$ cat config.mk
export PLATFORM = sky130hd
export DESIGN_NAME = audio_engine
export DESIGN_NICKNAME = d
export VERILOG_FILES = /design/src/logic/audio_pkg.sv /design/src/logic/dpram.sv /design/src/logic/i2s_clock.sv /design/src/logic/i2s_rx.sv /design/src/logic/i2s_tx.sv /design/src/logic/frame_capture.sv /design/src/logic/sequencer.sv /design/src/logic/host_regs.sv /design/src/logic/audio_engine.sv
export VERILOG_INCLUDE_DIRS = /design/src /design/src/logic
export SDC_FILE = /design/constraint.sdc
export NUM_CORES = 2
export LEC_CHECK = 0
export BUFFER_PORTS_ARGS = -buffer_cell sky130_fd_sc_hd__buf_2
export CAP_MARGIN = 20
export CORE_MARGIN = 2
export CORE_UTILIZATION = 35
export CTS_BUF_LIST = sky130_fd_sc_hd__clkbuf_2
export DETAILED_ROUTE_END_ITERATION = 8
export PLACE_DENSITY = 0.51
export SLEW_MARGIN = 20
export SYNTH_ARGS = -nofsm -noshare
export SYNTH_HDL_FRONTEND = slang
export SYNTH_SLANG_ARGS = --single-unit
export TNS_END_PERCENT = 5
$ cat constraint.sdc
create_clock -name ck -period 17.5 [get_ports ck]
set_input_delay 1.75 -clock ck [delete_from_list [all_inputs] [get_ports ck]]
set_output_delay 1.75 -clock ck [all_outputs]
set_load 0.05 [all_outputs]
$ cat src/logic/audio_params.svh
//--------------------------------------------------
// Audio engine constants
// Address map, memory sizes and I2S clock divider
//--------------------------------------------------

`ifndef AUDIO_PARAMS_SVH
`define AUDIO_PARAMS_SVH

// Region select, compared against addr[31:16]
`define AE_BASE        16'h6000
`define AE_OFS_COEF    16'h0000
`define AE_OFS_RESULT  16'h0100
`define AE_OFS_STATUS  16'h0200
`define AE_OFS_RESET   16'h0300
`define AE_OFS_INPUT   16'h0400

`define AE_CHANNELS    2
`define AE_FRAMES      64
`define AE_CODE        64
`define AE_FRAME_W     $clog2(`AE_FRAMES)
`define AE_CODE_W      $clog2(`AE_CODE)
`define AE_AUDIO_W     $clog2(`AE_CHANNELS * `AE_FRAMES)

// ck cycles per sck period
`define AE_I2S_DIVIDER 6

`endif

$ cat src/logic/audio_pkg.sv
//--------------------------------------------------
// Audio engine types
// Bus, RAM write, I2S timing and program words
//--------------------------------------------------

`include "audio_params.svh"

package audio_pkg;

    typedef struct packed {
        logic        valid;
        logic [31:0] addr;
        logic [31:0] wdata;
    } bus_req_t;

    typedef struct packed {
        logic                   en;
        logic [`AE_AUDIO_W-1:0] addr;
        logic [15:0]            data;
    } ram_wr_t;

    // en is a one-cycle strobe at each sck falling edge
    typedef struct packed {
        logic       en;
        logic       ws;
        logic [5:0] frame_posn;
    } i2s_timing_t;

    typedef struct packed {
        logic        we;
        logic        sel;
        logic [15:0] sample;
    } seq_out_t;

    typedef enum logic [1:0] {
        OP_HALT = 2'd0,
        OP_MAC  = 2'd1,
        OP_OUT  = 2'd2
    } op_e;

    typedef struct packed {
        op_e                op;
        logic               chan;
        logic [5:0]         offset;
        logic [6:0]         spare;
        logic signed [15:0] gain;
    } mac_instr_t;

    typedef struct packed {
        op_e         op;
        logic        sel;
        logic [28:0] spare;
    } out_instr_t;

    // Both views share the op field in the top two bits
    typedef union packed {
        mac_instr_t mac;
        out_instr_t out;
    } coef_word_u;

endpackage

$ cat src/logic/dpram.sv
//--------------------------------------------------
// Dual-port RAM
// One write port, one read port with registered data
//--------------------------------------------------

`timescale 1ns/1ps

module dpram #(
    parameter int BITS = 16,
    parameter int SIZE = 128
) (
    input  logic                    ck,
    input  logic                    we,
    input  logic [$clog2(SIZE)-1:0] waddr,
    input  logic [BITS-1:0]         wdata,
    input  logic [$clog2(SIZE)-1:0] raddr,
    output logic [BITS-1:0]         rdata
);

    logic [BITS-1:0] mem [SIZE];

    always_ff @(posedge ck) begin
        if (we) begin
            mem[waddr] <= wdata;
        end
        rdata <= mem[raddr];
    end

endmodule

$ cat src/logic/i2s_clock.sv
//--------------------------------------------------
// I2S clock generator
// Makes sck, ws, the bit strobe and frame position
//--------------------------------------------------

`timescale 1ns/1ps

`include "audio_params.svh"

module i2s_clock (
    input  logic                   ck,
    input  logic                   rst_n,
    output logic                   sck,
    output audio_pkg::i2s_timing_t timing
);

    localparam int DW = $clog2(`AE_I2S_DIVIDER);
    localparam logic [DW-1:0] DIV_LAST = DW'(`AE_I2S_DIVIDER - 1);
    localparam logic [DW-1:0] DIV_HALF = DW'(`AE_I2S_DIVIDER / 2 - 1);

    logic [DW-1:0] div;
    logic [5:0]    next_posn;

    assign next_posn = timing.frame_posn + 6'd1;

    always_ff @(posedge ck) begin
        if (!rst_n) begin
            div <= '0;
            sck <= 1'b0;
            timing <= '0;
        end else begin
            timing.en <= 1'b0;
            if (div == DIV_LAST) begin
                // Falling edge, the next bit period starts here
                div <= '0;
                sck <= 1'b0;
                timing.en <= 1'b1;
                timing.frame_posn <= next_posn;
                timing.ws <= next_posn[5];
            end else begin
                div <= div + 1'b1;
                if (div == DIV_HALF) begin
                    sck <= 1'b1;
                end
            end
        end
    end

    a_en_single: assert property (@(posedge ck) disable iff (!rst_n)
        timing.en |=> !timing.en);

endmodule

$ cat src/logic/i2s_rx.sv
//--------------------------------------------------
// I2S receiver
// Shifts in one stereo line, keeps the last samples
//--------------------------------------------------

`timescale 1ns/1ps

module i2s_rx (
    input  logic                   ck,
    input  logic                   rst_n,
    input  audio_pkg::i2s_timing_t timing,
    input  logic                   sd,
    output logic [15:0]            left,
    output logic [15:0]            right
);

    logic [15:0] shift;
    logic [15:0] shift_next;

    // sd still holds the bit of the period that just ended
    assign shift_next = {shift[14:0], sd};

    always_ff @(posedge ck) begin
        if (!rst_n) begin
            left <= '0;
            right <= '0;
        end else if (timing.en) begin
            if (timing.frame_posn == 6'd17) begin
                left <= shift_next;
            end
            if (timing.frame_posn == 6'd49) begin
                right <= shift_next;
            end
        end
    end

    always_ff @(posedge ck) begin
        if (timing.en) begin
            shift <= shift_next;
        end
    end

endmodule

$ cat src/logic/i2s_tx.sv
//--------------------------------------------------
// I2S transmitter
// Sends left and right samples MSB first on sd
//--------------------------------------------------

`timescale 1ns/1ps

module i2s_tx (
    input  logic                   ck,
    input  logic                   rst_n,
    input  audio_pkg::i2s_timing_t timing,
    input  logic [15:0]            left,
    input  logic [15:0]            right,
    output logic                   sd
);

    logic [15:0] shift;
    logic [4:0]  slot;
    logic        in_window;

    // Position inside the current half frame
    assign slot = timing.frame_posn[4:0];
    assign in_window = (slot >= 5'd1) && (slot <= 5'd16);

    always_ff @(posedge ck) begin
        if (!rst_n) begin
            sd <= 1'b0;
            shift <= '0;
        end else if (timing.en) begin
            sd <= in_window ? shift[15] : 1'b0;
            if (slot == 5'd0) begin
                shift <= timing.ws ? right : left;
            end else begin
                shift <= {shift[14:0], 1'b0};
            end
        end
    end

endmodule

$ cat src/logic/frame_capture.sv
//--------------------------------------------------
// Frame capture
// Stores each received frame and requests a run
//--------------------------------------------------

`timescale 1ns/1ps

`include "audio_params.svh"

module frame_capture (
    input  logic                   ck,
    input  logic                   rst_n,
    input  audio_pkg::i2s_timing_t timing,
    input  logic [15:0]            mic_left,
    input  logic [15:0]            mic_right,
    input  logic                   hold,
    output audio_pkg::ram_wr_t     wr,
    output logic [`AE_FRAME_W-1:0] frame_count,
    output logic                   start
);

    // 0 idle, 1 write chan 0, 2 write chan 1, 3 start
    logic [1:0] phase;

    always_ff @(posedge ck) begin
        if (!rst_n) begin
            phase <= 2'd0;
            frame_count <= '0;
        end else if (phase != 2'd0) begin
            // Host-load mode cancels a capture in progress
            phase <= hold ? 2'd0 : phase + 2'd1;
        end else if (timing.en && (timing.frame_posn == 6'd0) && !hold) begin
            phase <= 2'd1;
            frame_count <= frame_count - 1'b1;
        end
    end

    assign wr.en = (phase == 2'd1) || (phase == 2'd2);
    assign wr.addr = {phase == 2'd2, frame_count};
    assign wr.data = (phase == 2'd2) ? mic_right : mic_left;
    assign start = phase == 2'd3;

    // Both channel writes land before the run is requested
    a_start_after_writes: assert property (@(posedge ck) disable iff (!rst_n)
        start |-> !wr.en && $past(wr.en) && $past(wr.en, 2));

endmodule

$ cat src/logic/sequencer.sv
//--------------------------------------------------
// Program sequencer
// Runs the MAC/OUT/HALT program over the audio RAM
//--------------------------------------------------

`timescale 1ns/1ps

`include "audio_params.svh"

module sequencer (
    input  logic                   ck,
    input  logic                   rst_n,
    input  logic                   start,
    input  logic [`AE_FRAME_W-1:0] frame,
    output logic [`AE_CODE_W-1:0]  coef_addr,
    input  logic [31:0]            coef_data,
    output logic [`AE_AUDIO_W-1:0] audio_addr,
    input  logic [15:0]            audio_data,
    output audio_pkg::seq_out_t    result,
    output logic                   done,
    output logic                   error
);

    import audio_pkg::*;

    localparam int CW = `AE_CODE_W;
    localparam logic [CW-1:0] PC_LAST = CW'(`AE_CODE - 1);

    typedef enum logic [2:0] {
        S_IDLE,
        S_FETCH,
        S_DECODE,
        S_AUDIO_WAIT,
        S_ACCUM
    } state_e;

    state_e                 state;
    coef_word_u             word;
    logic [CW-1:0]          pc;
    logic [`AE_FRAME_W-1:0] frame_r;
    logic signed [15:0]     gain_r;
    logic signed [15:0]     sample;
    logic signed [39:0]     acc;
    logic signed [39:0]     shifted;
    logic [15:0]            sat;
    logic                   advance;

    assign word = coef_data;
    assign sample = audio_data;
    assign coef_addr = pc;

    // Unknown op codes fall through as no-ops
    assign advance = (state == S_ACCUM) ||
                     ((state == S_DECODE) && (word.mac.op != OP_MAC) &&
                      (word.mac.op != OP_HALT));

    // Q15 scaling with saturation to 16 bits
    assign shifted = acc >>> 15;
    assign sat = (shifted[39:15] == {25{shifted[15]}}) ? shifted[15:0] :
                 (shifted[39] ? 16'h8000 : 16'h7fff);

    assign result.we = (state == S_DECODE) && (word.out.op == OP_OUT);
    assign result.sel = word.out.sel;
    assign result.sample = sat;

    always_ff @(posedge ck) begin
        if (!rst_n) begin
            state <= S_IDLE;
            pc <= '0;
            acc <= '0;
            done <= 1'b0;
            error <= 1'b0;
        end else if (start) begin
            state <= S_FETCH;
            pc <= '0;
            acc <= '0;
            done <= 1'b0;
            error <= 1'b0;
        end else begin
            case (state)
                S_FETCH: state <= S_DECODE;
                S_DECODE: begin
                    if (word.mac.op == OP_HALT) begin
                        done <= 1'b1;
                        state <= S_IDLE;
                    end else if (word.mac.op == OP_MAC) begin
                        state <= S_AUDIO_WAIT;
                    end else if (word.out.op == OP_OUT) begin
                        acc <= '0;
                    end
                end
                S_AUDIO_WAIT: state <= S_ACCUM;
                S_ACCUM: acc <= acc + sample * gain_r;
                default: state <= S_IDLE;
            endcase
            if (advance) begin
                if (pc == PC_LAST) begin
                    // Ran off the end of the program
                    done <= 1'b1;
                    error <= 1'b1;
                    state <= S_IDLE;
                end else begin
                    pc <= pc + 1'b1;
                    state <= S_FETCH;
                end
            end
        end
    end

    always_ff @(posedge ck) begin
        if (start) begin
            frame_r <= frame;
        end
        if (state == S_DECODE) begin
            audio_addr <= {word.mac.chan, frame_r - word.mac.offset};
            gain_r <= word.mac.gain;
        end
    end

    a_no_out_idle: assert property (@(posedge ck) disable iff (!rst_n)
        (state == S_IDLE) |-> !result.we);

endmodule

$ cat src/logic/host_regs.sv
//--------------------------------------------------
// Host bus registers
// Region decode, control, run request and outputs
//--------------------------------------------------

`timescale 1ns/1ps

`include "audio_params.svh"

module host_regs (
    input  logic                   ck,
    input  logic                   rst_n,
    input  audio_pkg::bus_req_t    bus,
    output logic                   ready,
    output logic [31:0]            rdata,
    output logic                   coef_we,
    input  audio_pkg::ram_wr_t     cap_wr,
    output audio_pkg::ram_wr_t     audio_wr,
    output logic                   hold,
    output logic [`AE_FRAME_W-1:0] host_frame,
    output logic                   run_req,
    input  audio_pkg::seq_out_t    seq_result,
    input  logic                   done,
    input  logic                   error,
    input  logic [`AE_FRAME_W-1:0] frame_count,
    output logic [15:0]            left,
    output logic [15:0]            right
);

    logic [15:0]            region;
    logic                   hit_coef;
    logic                   hit_result;
    logic                   hit_status;
    logic                   hit_reset;
    logic                   hit_input;
    logic                   go;
    logic [`AE_FRAME_W:0]   ctrl;

    assign region = bus.addr[31:16];
    assign hit_coef = region == (`AE_BASE + `AE_OFS_COEF);
    assign hit_result = region == (`AE_BASE + `AE_OFS_RESULT);
    assign hit_status = region == (`AE_BASE + `AE_OFS_STATUS);
    assign hit_reset = region == (`AE_BASE + `AE_OFS_RESET);
    assign hit_input = region == (`AE_BASE + `AE_OFS_INPUT);

    // One accepted access per request, blocked during the ready cycle
    assign go = bus.valid && !ready &&
                (hit_coef || hit_result || hit_status || hit_reset || hit_input);

    assign coef_we = go && hit_coef;
    assign hold = ctrl[0];
    // Run frame follows the host frame in host-load mode
    assign host_frame = hold ? ctrl[`AE_FRAME_W:1] : frame_count;

    always_comb begin
        if (hold) begin
            audio_wr.en = go && hit_input;
            audio_wr.addr = bus.addr[`AE_AUDIO_W+1:2];
            audio_wr.data = bus.wdata[15:0];
        end else begin
            audio_wr = cap_wr;
        end
    end

    always_ff @(posedge ck) begin
        if (!rst_n) begin
            ready <= 1'b0;
            rdata <= '0;
            ctrl <= '0;
            run_req <= 1'b0;
            left <= '0;
            right <= '0;
        end else begin
            ready <= go;
            run_req <= go && hit_reset;
            rdata <= '0;
            if (go && hit_result) begin
                rdata <= {16'h0, bus.addr[2] ? right : left};
            end
            // Any access at STATUS+0 loads the control register from wdata
            if (go && hit_status) begin
                if (bus.addr[2]) begin
                    rdata <= 32'(frame_count);
                end else begin
                    rdata <= {30'h0, error, done};
                    ctrl <= bus.wdata[`AE_FRAME_W:0];
                end
            end
            if (seq_result.we) begin
                if (seq_result.sel) begin
                    right <= seq_result.sample;
                end else begin
                    left <= seq_result.sample;
                end
            end
        end
    end

endmodule

$ cat src/logic/audio_engine.sv
//--------------------------------------------------
// Audio engine top level
// I2S, capture, sequencer, bus registers and RAMs
//--------------------------------------------------

`timescale 1ns/1ps

`include "audio_params.svh"

module audio_engine (
    input  logic                ck,
    input  logic                rst_n,
    input  audio_pkg::bus_req_t bus,
    output logic                ready,
    output logic [31:0]         rdata,
    output logic                sck,
    output logic                ws,
    output logic                sd_out,
    input  logic                sd_in
);

    import audio_pkg::*;

    i2s_timing_t            timing;
    ram_wr_t                cap_wr;
    ram_wr_t                audio_wr;
    seq_out_t               seq_result;
    logic [15:0]            mic_left;
    logic [15:0]            mic_right;
    logic [15:0]            left;
    logic [15:0]            right;
    logic [`AE_FRAME_W-1:0] frame_count;
    logic [`AE_FRAME_W-1:0] run_frame;
    logic                   cap_start;
    logic                   run_req;
    logic                   hold;
    logic                   coef_we;
    logic                   done;
    logic                   error;
    logic [`AE_CODE_W-1:0]  coef_raddr;
    logic [31:0]            coef_rdata;
    logic [`AE_AUDIO_W-1:0] audio_raddr;
    logic [15:0]            audio_rdata;

    assign ws = timing.ws;

    i2s_clock i2s_clock0 (.ck(ck), .rst_n(rst_n), .sck(sck), .timing(timing));

    i2s_rx i2s_rx0 (
        .ck(ck), .rst_n(rst_n), .timing(timing), .sd(sd_in),
        .left(mic_left), .right(mic_right)
    );

    i2s_tx i2s_tx0 (
        .ck(ck), .rst_n(rst_n), .timing(timing),
        .left(left), .right(right), .sd(sd_out)
    );

    frame_capture frame_capture0 (
        .ck(ck), .rst_n(rst_n), .timing(timing),
        .mic_left(mic_left), .mic_right(mic_right), .hold(hold),
        .wr(cap_wr), .frame_count(frame_count), .start(cap_start)
    );

    sequencer sequencer0 (
        .ck(ck), .rst_n(rst_n), .start(run_req | cap_start), .frame(run_frame),
        .coef_addr(coef_raddr), .coef_data(coef_rdata),
        .audio_addr(audio_raddr), .audio_data(audio_rdata),
        .result(seq_result), .done(done), .error(error)
    );

    host_regs host_regs0 (
        .ck(ck), .rst_n(rst_n), .bus(bus), .ready(ready), .rdata(rdata),
        .coef_we(coef_we), .cap_wr(cap_wr), .audio_wr(audio_wr),
        .hold(hold), .host_frame(run_frame), .run_req(run_req),
        .seq_result(seq_result), .done(done), .error(error),
        .frame_count(frame_count), .left(left), .right(right)
    );

    // Program store, written by the host
    dpram #(.BITS(32), .SIZE(`AE_CODE)) coef_ram (
        .ck(ck), .we(coef_we), .waddr(bus.addr[`AE_CODE_W+1:2]), .wdata(bus.wdata),
        .raddr(coef_raddr), .rdata(coef_rdata)
    );

    // Samples addressed as {chan, frame}
    dpram #(.BITS(16), .SIZE(`AE_CHANNELS * `AE_FRAMES)) audio_ram (
        .ck(ck), .we(audio_wr.en), .waddr(audio_wr.addr), .wdata(audio_wr.data),
        .raddr(audio_raddr), .rdata(audio_rdata)
    );

endmodule

# Word level (Yosys, flattened, before mapping)
# Memories as Yosys holds them, arrays and structs flattened. A register that Yosys moved wholly into a read port is not among the register bits.
# Cells that the tools add are included.
[word_totals] memories=2 ram_bits=4096 in_bits=68 ff_bits=237 out_inout_bits=36
[memory_table] memory="audio_ram.mem" depth=128 word_bits=16 read_ports=1 rd_ports_with_merged_regs=1 write_ports=1 line_no="dpram.sv:20" rtl="logic [BITS-1:0] mem [SIZE];"
[memory_table] memory="coef_ram.mem" depth=64 word_bits=32 read_ports=1 rd_ports_with_merged_regs=1 write_ports=1 line_no="dpram.sv:20"
[op_classes] bitwise_logic=6 muxes=34 addsub=7 reduce_logical=41 magnitude_cmp=2 eq_ne=28 multipliers=1
[ops] op="$mux W40" count=3
[ops] op="$mux W16" count=7
[ops] op="$eq A16 B15 Y1 const B" count=5
[ops] op="$pmux W40 S2" count=1
[ops] op="$add A40 B40 Y40" count=1
[ops] op="$mul A16 B16 Y32" count=1
[ops] op="$mux W32" count=1
[ops] op="$eq A24 B24 Y1" count=1
[ops] op="$mux W24" count=1
[ops] op="$reduce_and A2 Y1" count=10
[ops] op="$logic_and A1 B1 Y1" count=13
[ops] op="$add A6 B1 Y6 const B" count=2
[ops] op="$eq A6 B6 Y1 const B" count=2
[ops] op="$mux W6" count=2
[ops] op="$pmux W3 S4" count=1
[ops] op="$mux W1" count=11
[ops] op="$eq A3 B2 Y1 const B" count=3
[ops] op="$mux W3" count=3
[ops] op="$mux W8" count=1
[ops] op="$reduce_bool A2 Y1" count=4
[ops] op="$eq A2 B2 Y1 const B" count=3
[ops] op="$eq A3 B3 Y1 const B" count=2
[ops] op="$eq A6 B5 Y1 const B" count=1
[ops] op="$logic_not A6 Y1" count=1
[ops] op="22 further kinds" count=39

# Logic depth before layout (Yosys ltp)
[logic_depth] depth_word=10 mapped_depth=36 depth_no_buf=35

# Modules after synthesis
# Synthesis repeated with hierarchy kept, for this count alone.
[hier_totals] hier_cells=8758 hier_area_um2=179165.6
[modules_own_cells] mod="dpram at audio_ram" instances=1 area_per_inst_um2=78522.8 cells_each=3086
[modules_own_cells] mod="dpram at coef_ram" instances=1 area_per_inst_um2=78515.3 cells_each=3324
[modules_own_cells] mod="sequencer" instances=1 area_per_inst_um2=15514.9 cells_each=1662
[modules_own_cells] mod="host_regs" instances=1 area_per_inst_um2=2701.3 cells_each=311
[modules_own_cells] mod="i2s_rx" instances=1 area_per_inst_um2=1684.1 cells_each=139
[modules_own_cells] mod="i2s_tx" instances=1 area_per_inst_um2=1024.7 cells_each=104
[modules_own_cells] mod="frame_capture" instances=1 area_per_inst_um2=708.2 cells_each=79
[modules_own_cells] mod="i2s_clock" instances=1 area_per_inst_um2=488.0 cells_each=52
[modules_own_cells] mod="audio_engine" instances=1 area_per_inst_um2=6.3 cells_each=1

# Least setup slack after synthesis
# No wires, ideal clock.
[synth_timing] path_kind="register to register" start="register sequencer0.gain_r[1]" end="register sequencer0.acc[39]" t_arrival_ps=7707 n_path_buf=1 stages_incl_launch_ff=37 period_less_slack_ps=7826 slack_ps=9674 setup_time_ps=119 path_cell_list="edfxtp_1 > clkbuf_1 > nand2_1 > inv_1 > fa_1 > inv_1 > fa_1 > fa_1 > inv_1 > fa_1 > fa_1 > inv_1 > fa_1 > inv_1 > ha_1 > o21a_1 > o211ai_1 > a21oi_1 > a2111oi_0 > o31ai_1 > nand2_1 > a21oi_1 > a211oi_1 > o21bai_1 > a21oi_1 > xnor2_1 > ha_1 > a21o_1 > a21oi_1 > o21bai_1 > a21oi_1 > o21ai_1 > a221oi_1 > o21ai_1 > xnor2_1 > nor3_1 > o21bai_1"
[synth_between] elab_chain_len=3
[synth_rtl] element="start, declared" line_no="sequencer.sv:41" rtl="logic signed [15:0] gain_r;"
[synth_rtl] element="start signal, assigned" line_no="sequencer.sv:116" rtl="gain_r <= word.mac.gain;"
[synth_rtl] element="$mul A16 B16 Y32" line_no="sequencer.sv:93" rtl="S_ACCUM: acc <= acc + sample * gain_r;"
[synth_rtl] element="$add A40 B40 Y40" line_no="sequencer.sv:93"
[synth_rtl] element="$pmux W40 S2" line_no="sequencer.sv:80" rtl="case (state)"
[synth_rtl] element="end signal, assigned" line_no="sequencer.sv:93"
[synth_rtl] element="end, declared" line_no="sequencer.sv:43" rtl="logic signed [39:0] acc;"
# No other way between the ends.
# A chain may end at the register's enable or synchronous reset.

# Worst setup path after layout
[layout_timing] start="register sequencer0.gain_r[15]" end="register sequencer0.acc[39]"
# Same word-level chain as after synthesis.

==> results.toml <==
[clocking]
cts.sink_count = 3909
cts.clk_slew.worst_paths_ps = 90
cts_root_buf = "clkbuf_2"
cts_made_buffers = 1111
h-tree-depth = 7
cts_resized = 0
ctsHoldBuffers = 40
clockBufferDepth = 5
post_cts_buffers = 0
clk_latency_ps = 2210
cts_tree = "yes"

[setup_path]
arrival_ps = 11360
path_max_fanout = 13
critPathSlowestCell = "edfxtp_1"
endpoint_kind = "flop"
regToRegSetupSlack_ps = 8250
r2r_cells = 32
cp-start-kind = "flop"
crit_type = "flop to flop"
rr_startpoint = "sequencer0.gain_r[15]"
critPathMostFrequentCell = "fa_1"
worst_path_largest_cell_delay_ps = 610
rr_endpoint = "sequencer0.acc[39]"
worstPathRequired_ps = 19610

[flow_run]
maxCapViolCount = 0

[sta]
finClkSkew_ps = 261
relSlewSlack_pct = 22.8
fin_setup_tns_ps = 0
finalSetupViolCount = 0
finalCritPeriodShare_pct = 52.9
max_freq_ghz = 0.108
hold_violations = 0
rsz0062_at_grt = "no"
fin_crit_ps = 9250
slew_viol_final = 0
tightest_slew_ps = 1150

[min_path]
min_path_type = "flop to flop"
min_to = "sequencer0.gain_r[0]"
worstHoldStart = "coef_ram.rdata[0]"
worstHoldPathCells = 0

[synth]
synth_top_area_share_pct = 69.0
synth-edff-count = 3692
synth_flop_cell = "edfxtp_1"
syn_avg_cell_area_um2 = 20.8
synthTopCellsByArea = "edfxtp_1, mux4_2, fa_1"
syn_inst = 7727
ys_seq_area_share_pct = 71.7
yosys_warnings = 0
yosys.cell_types.count = 68
synth_area_leader_cell = "edfxtp_1"
ys_async_sr_fraction_pct = 0
synth_area_um2 = 161000
synth_seq_cells = 3909

[layout]
mostFrequentLayoutCell = "edfxtp_1"
fin_cells = 15703
final_cell_mix = "edfxtp_1, clkbuf_2, mux4_2"
drive_above_1_share_pct = 35.3
finalNetCount = 9377
area_growth_syn_to_layout_pct = 12.0

[placed_design]
globalplace.congestion = 0.784
port_buffers = 71
dp.cells = 13874
hpwl_um = 248000

[drt]
viasPerCell = 5.18
dr.pass1.iters = 6
vias = 81338
ant_nets = 0
routedWlPerCell_um = 27.6
wl_um = 433000
drt_iter0_drc = 7607
drc = 0

[pwr]
leakagePower_nw = 59.9
power.density_nw_per_um2 = 94.2
peakVddDrop_v = 0.0000686

[floorplan]
core_area_um2 = 457000
die_h_um = 681
fp.dieArea_um2 = 464000
row_count = 248
start_util_pct = 35.2
ioPinCount = 104
die_w_um = 681

[global_routing]
grt_pass1_vias = 87579
grt_usage_pct = 18.8
grt-ovfl-total = 0
grt_max_degree = 111
grt_pass1_wl_um = 619000
antenna_found_initial = 42

[outcome]
status = "finished, final reports clean"
[Yosys cell counts, drive strengths merged, types with 65 or more instances]
cell    number
a21oi       98
nand2      307
mux4      1197
edfxtp    3692
buf        138
mux2i       86
inv        333
clkbuf     251
and2       142
fa         264
o21ai       66
ha         139
nor2       309
xnor2       65
dfxtp      217
[through the flow]
stage / area, um^2 / utilization [%] / hold slack, ps / total power, W / setup slack (ps)
6_report: 180000 / 39.4 / 305 / 0.0170 / 8250
5_1_grt: 180000 / 39.4 / 126 / 0.0178 / 7510
4_1_cts: 180000 / 39.3 / 20.6 / 0.0172 / 8190
3_5_place_dp: 171000 / 37.4 / 390 / 0.0111 / 8330
3_3_place_gp: 170000 / 37.3 / 391 / 0.0110 / 8340
2_1_floorplan: 161000 / - / 386 / 0.0108 / 9670
[cell type report]
| class | count | area (um^2) |
|---|---|---|
| clock inverter | 154 | 599 |
| antenna | 40 | 100 |
| fill | 41694 | 277000 |
| inverter | 333 | 1250 |
| sequential | 3909 | 115000 |
| clock buffer | 1591 | 7960 |
| tap | 6125 | 7660 |
| timing repair buffer | 440 | 3700 |
| multi-input combinational | 3111 | 43400 |
[cell families after synthesis]
logic type	share of synthesized area [%]
AO/OA/AOI/OAI	1.48
adder cells (fa/ha/maj)	4.37
multiplexers	17.4
flip-flops	71.7
other	0.00233
AND/OR/NAND/NOR	2.75
XOR/XNOR	0.436
buffers and inverters	1.77
[critical path, delay by kind of cell (launching register included)]
kind | cells | cell delay (ps)
AO/OA/AOI/OAI | 15 | 3370
flip-flops | 1 | 610
buffers and inverters | 3 | 610
adder cells (fa/ha/maj) | 8 | 3690
XOR/XNOR | 2 | 450
AND/OR/NAND/NOR | 4 | 400
[state kept, by name, summed over array words and instances, names as in the netlist, 6 cells and up]
| signal | cells |
|---|---|
| host_regs0.left | 16 |
| sequencer0.coef_addr | 6 |
| sequencer0.frame_r | 6 |
| sequencer0.acc | 40 |
| i2s_tx0.shift | 16 |
| host_regs0.right | 16 |
| i2s_rx0.shift | 15 |
| frame_capture0.frame_count | 6 |
| i2s_rx0.right | 16 |
| audio_ram.mem | 2048 |
| audio_ram.rdata | 16 |
| coef_ram.rdata | 25 |
| host_regs0.rdata | 16 |
| sequencer0.audio_addr | 7 |
| i2s_clock0.timing | 7 |
| host_regs0.ctrl | 7 |
| coef_ram.mem | 1600 |
| sequencer0.gain_r | 16 |
| i2s_rx0.left | 16 |
[where the power goes]
| part | leakage [nW] | internal [W] | switching, W |
|---|---|---|---|
| Combinational | 17.5 | 0.000252 | 0.000464 |
| Sequential | 35.5 | 0.0101 | 0.00000743 |
| Clock | 6.94 | 0.00238 | 0.00371 |
| Total | 59.9 | 0.0128 | 0.00418 |
[how the worst max path moves through the flow]
stage	from	end	slack [ps]	cells after the start
CTS	sequencer0.gain_r[15]	sequencer0.acc[39]	8190	32
global route	sequencer0.gain_r[4]	sequencer0.acc[39]	7510	33
detailed placement	sequencer0.gain_r[15]	sequencer0.acc[39]	8330	32
global placement	audio_ram.rdata[1]	sequencer0.acc[39]	8340	32
finish	sequencer0.gain_r[15]	sequencer0.acc[39]	8250	32
floorplan	sequencer0.gain_r[1]	sequencer0.acc[39]	9670	36
[layer usage]
layer	global-route usage (%)	up-vias	part of all wire, %
li1	-	34099	-
met1	24.7	43742	42
met2	30.8	2833	49
met3	4.64	664	6.2
met4	6.26	0	2.5
met5	0	-	0
No activity file was read; power rests on OpenSTA's default activity.
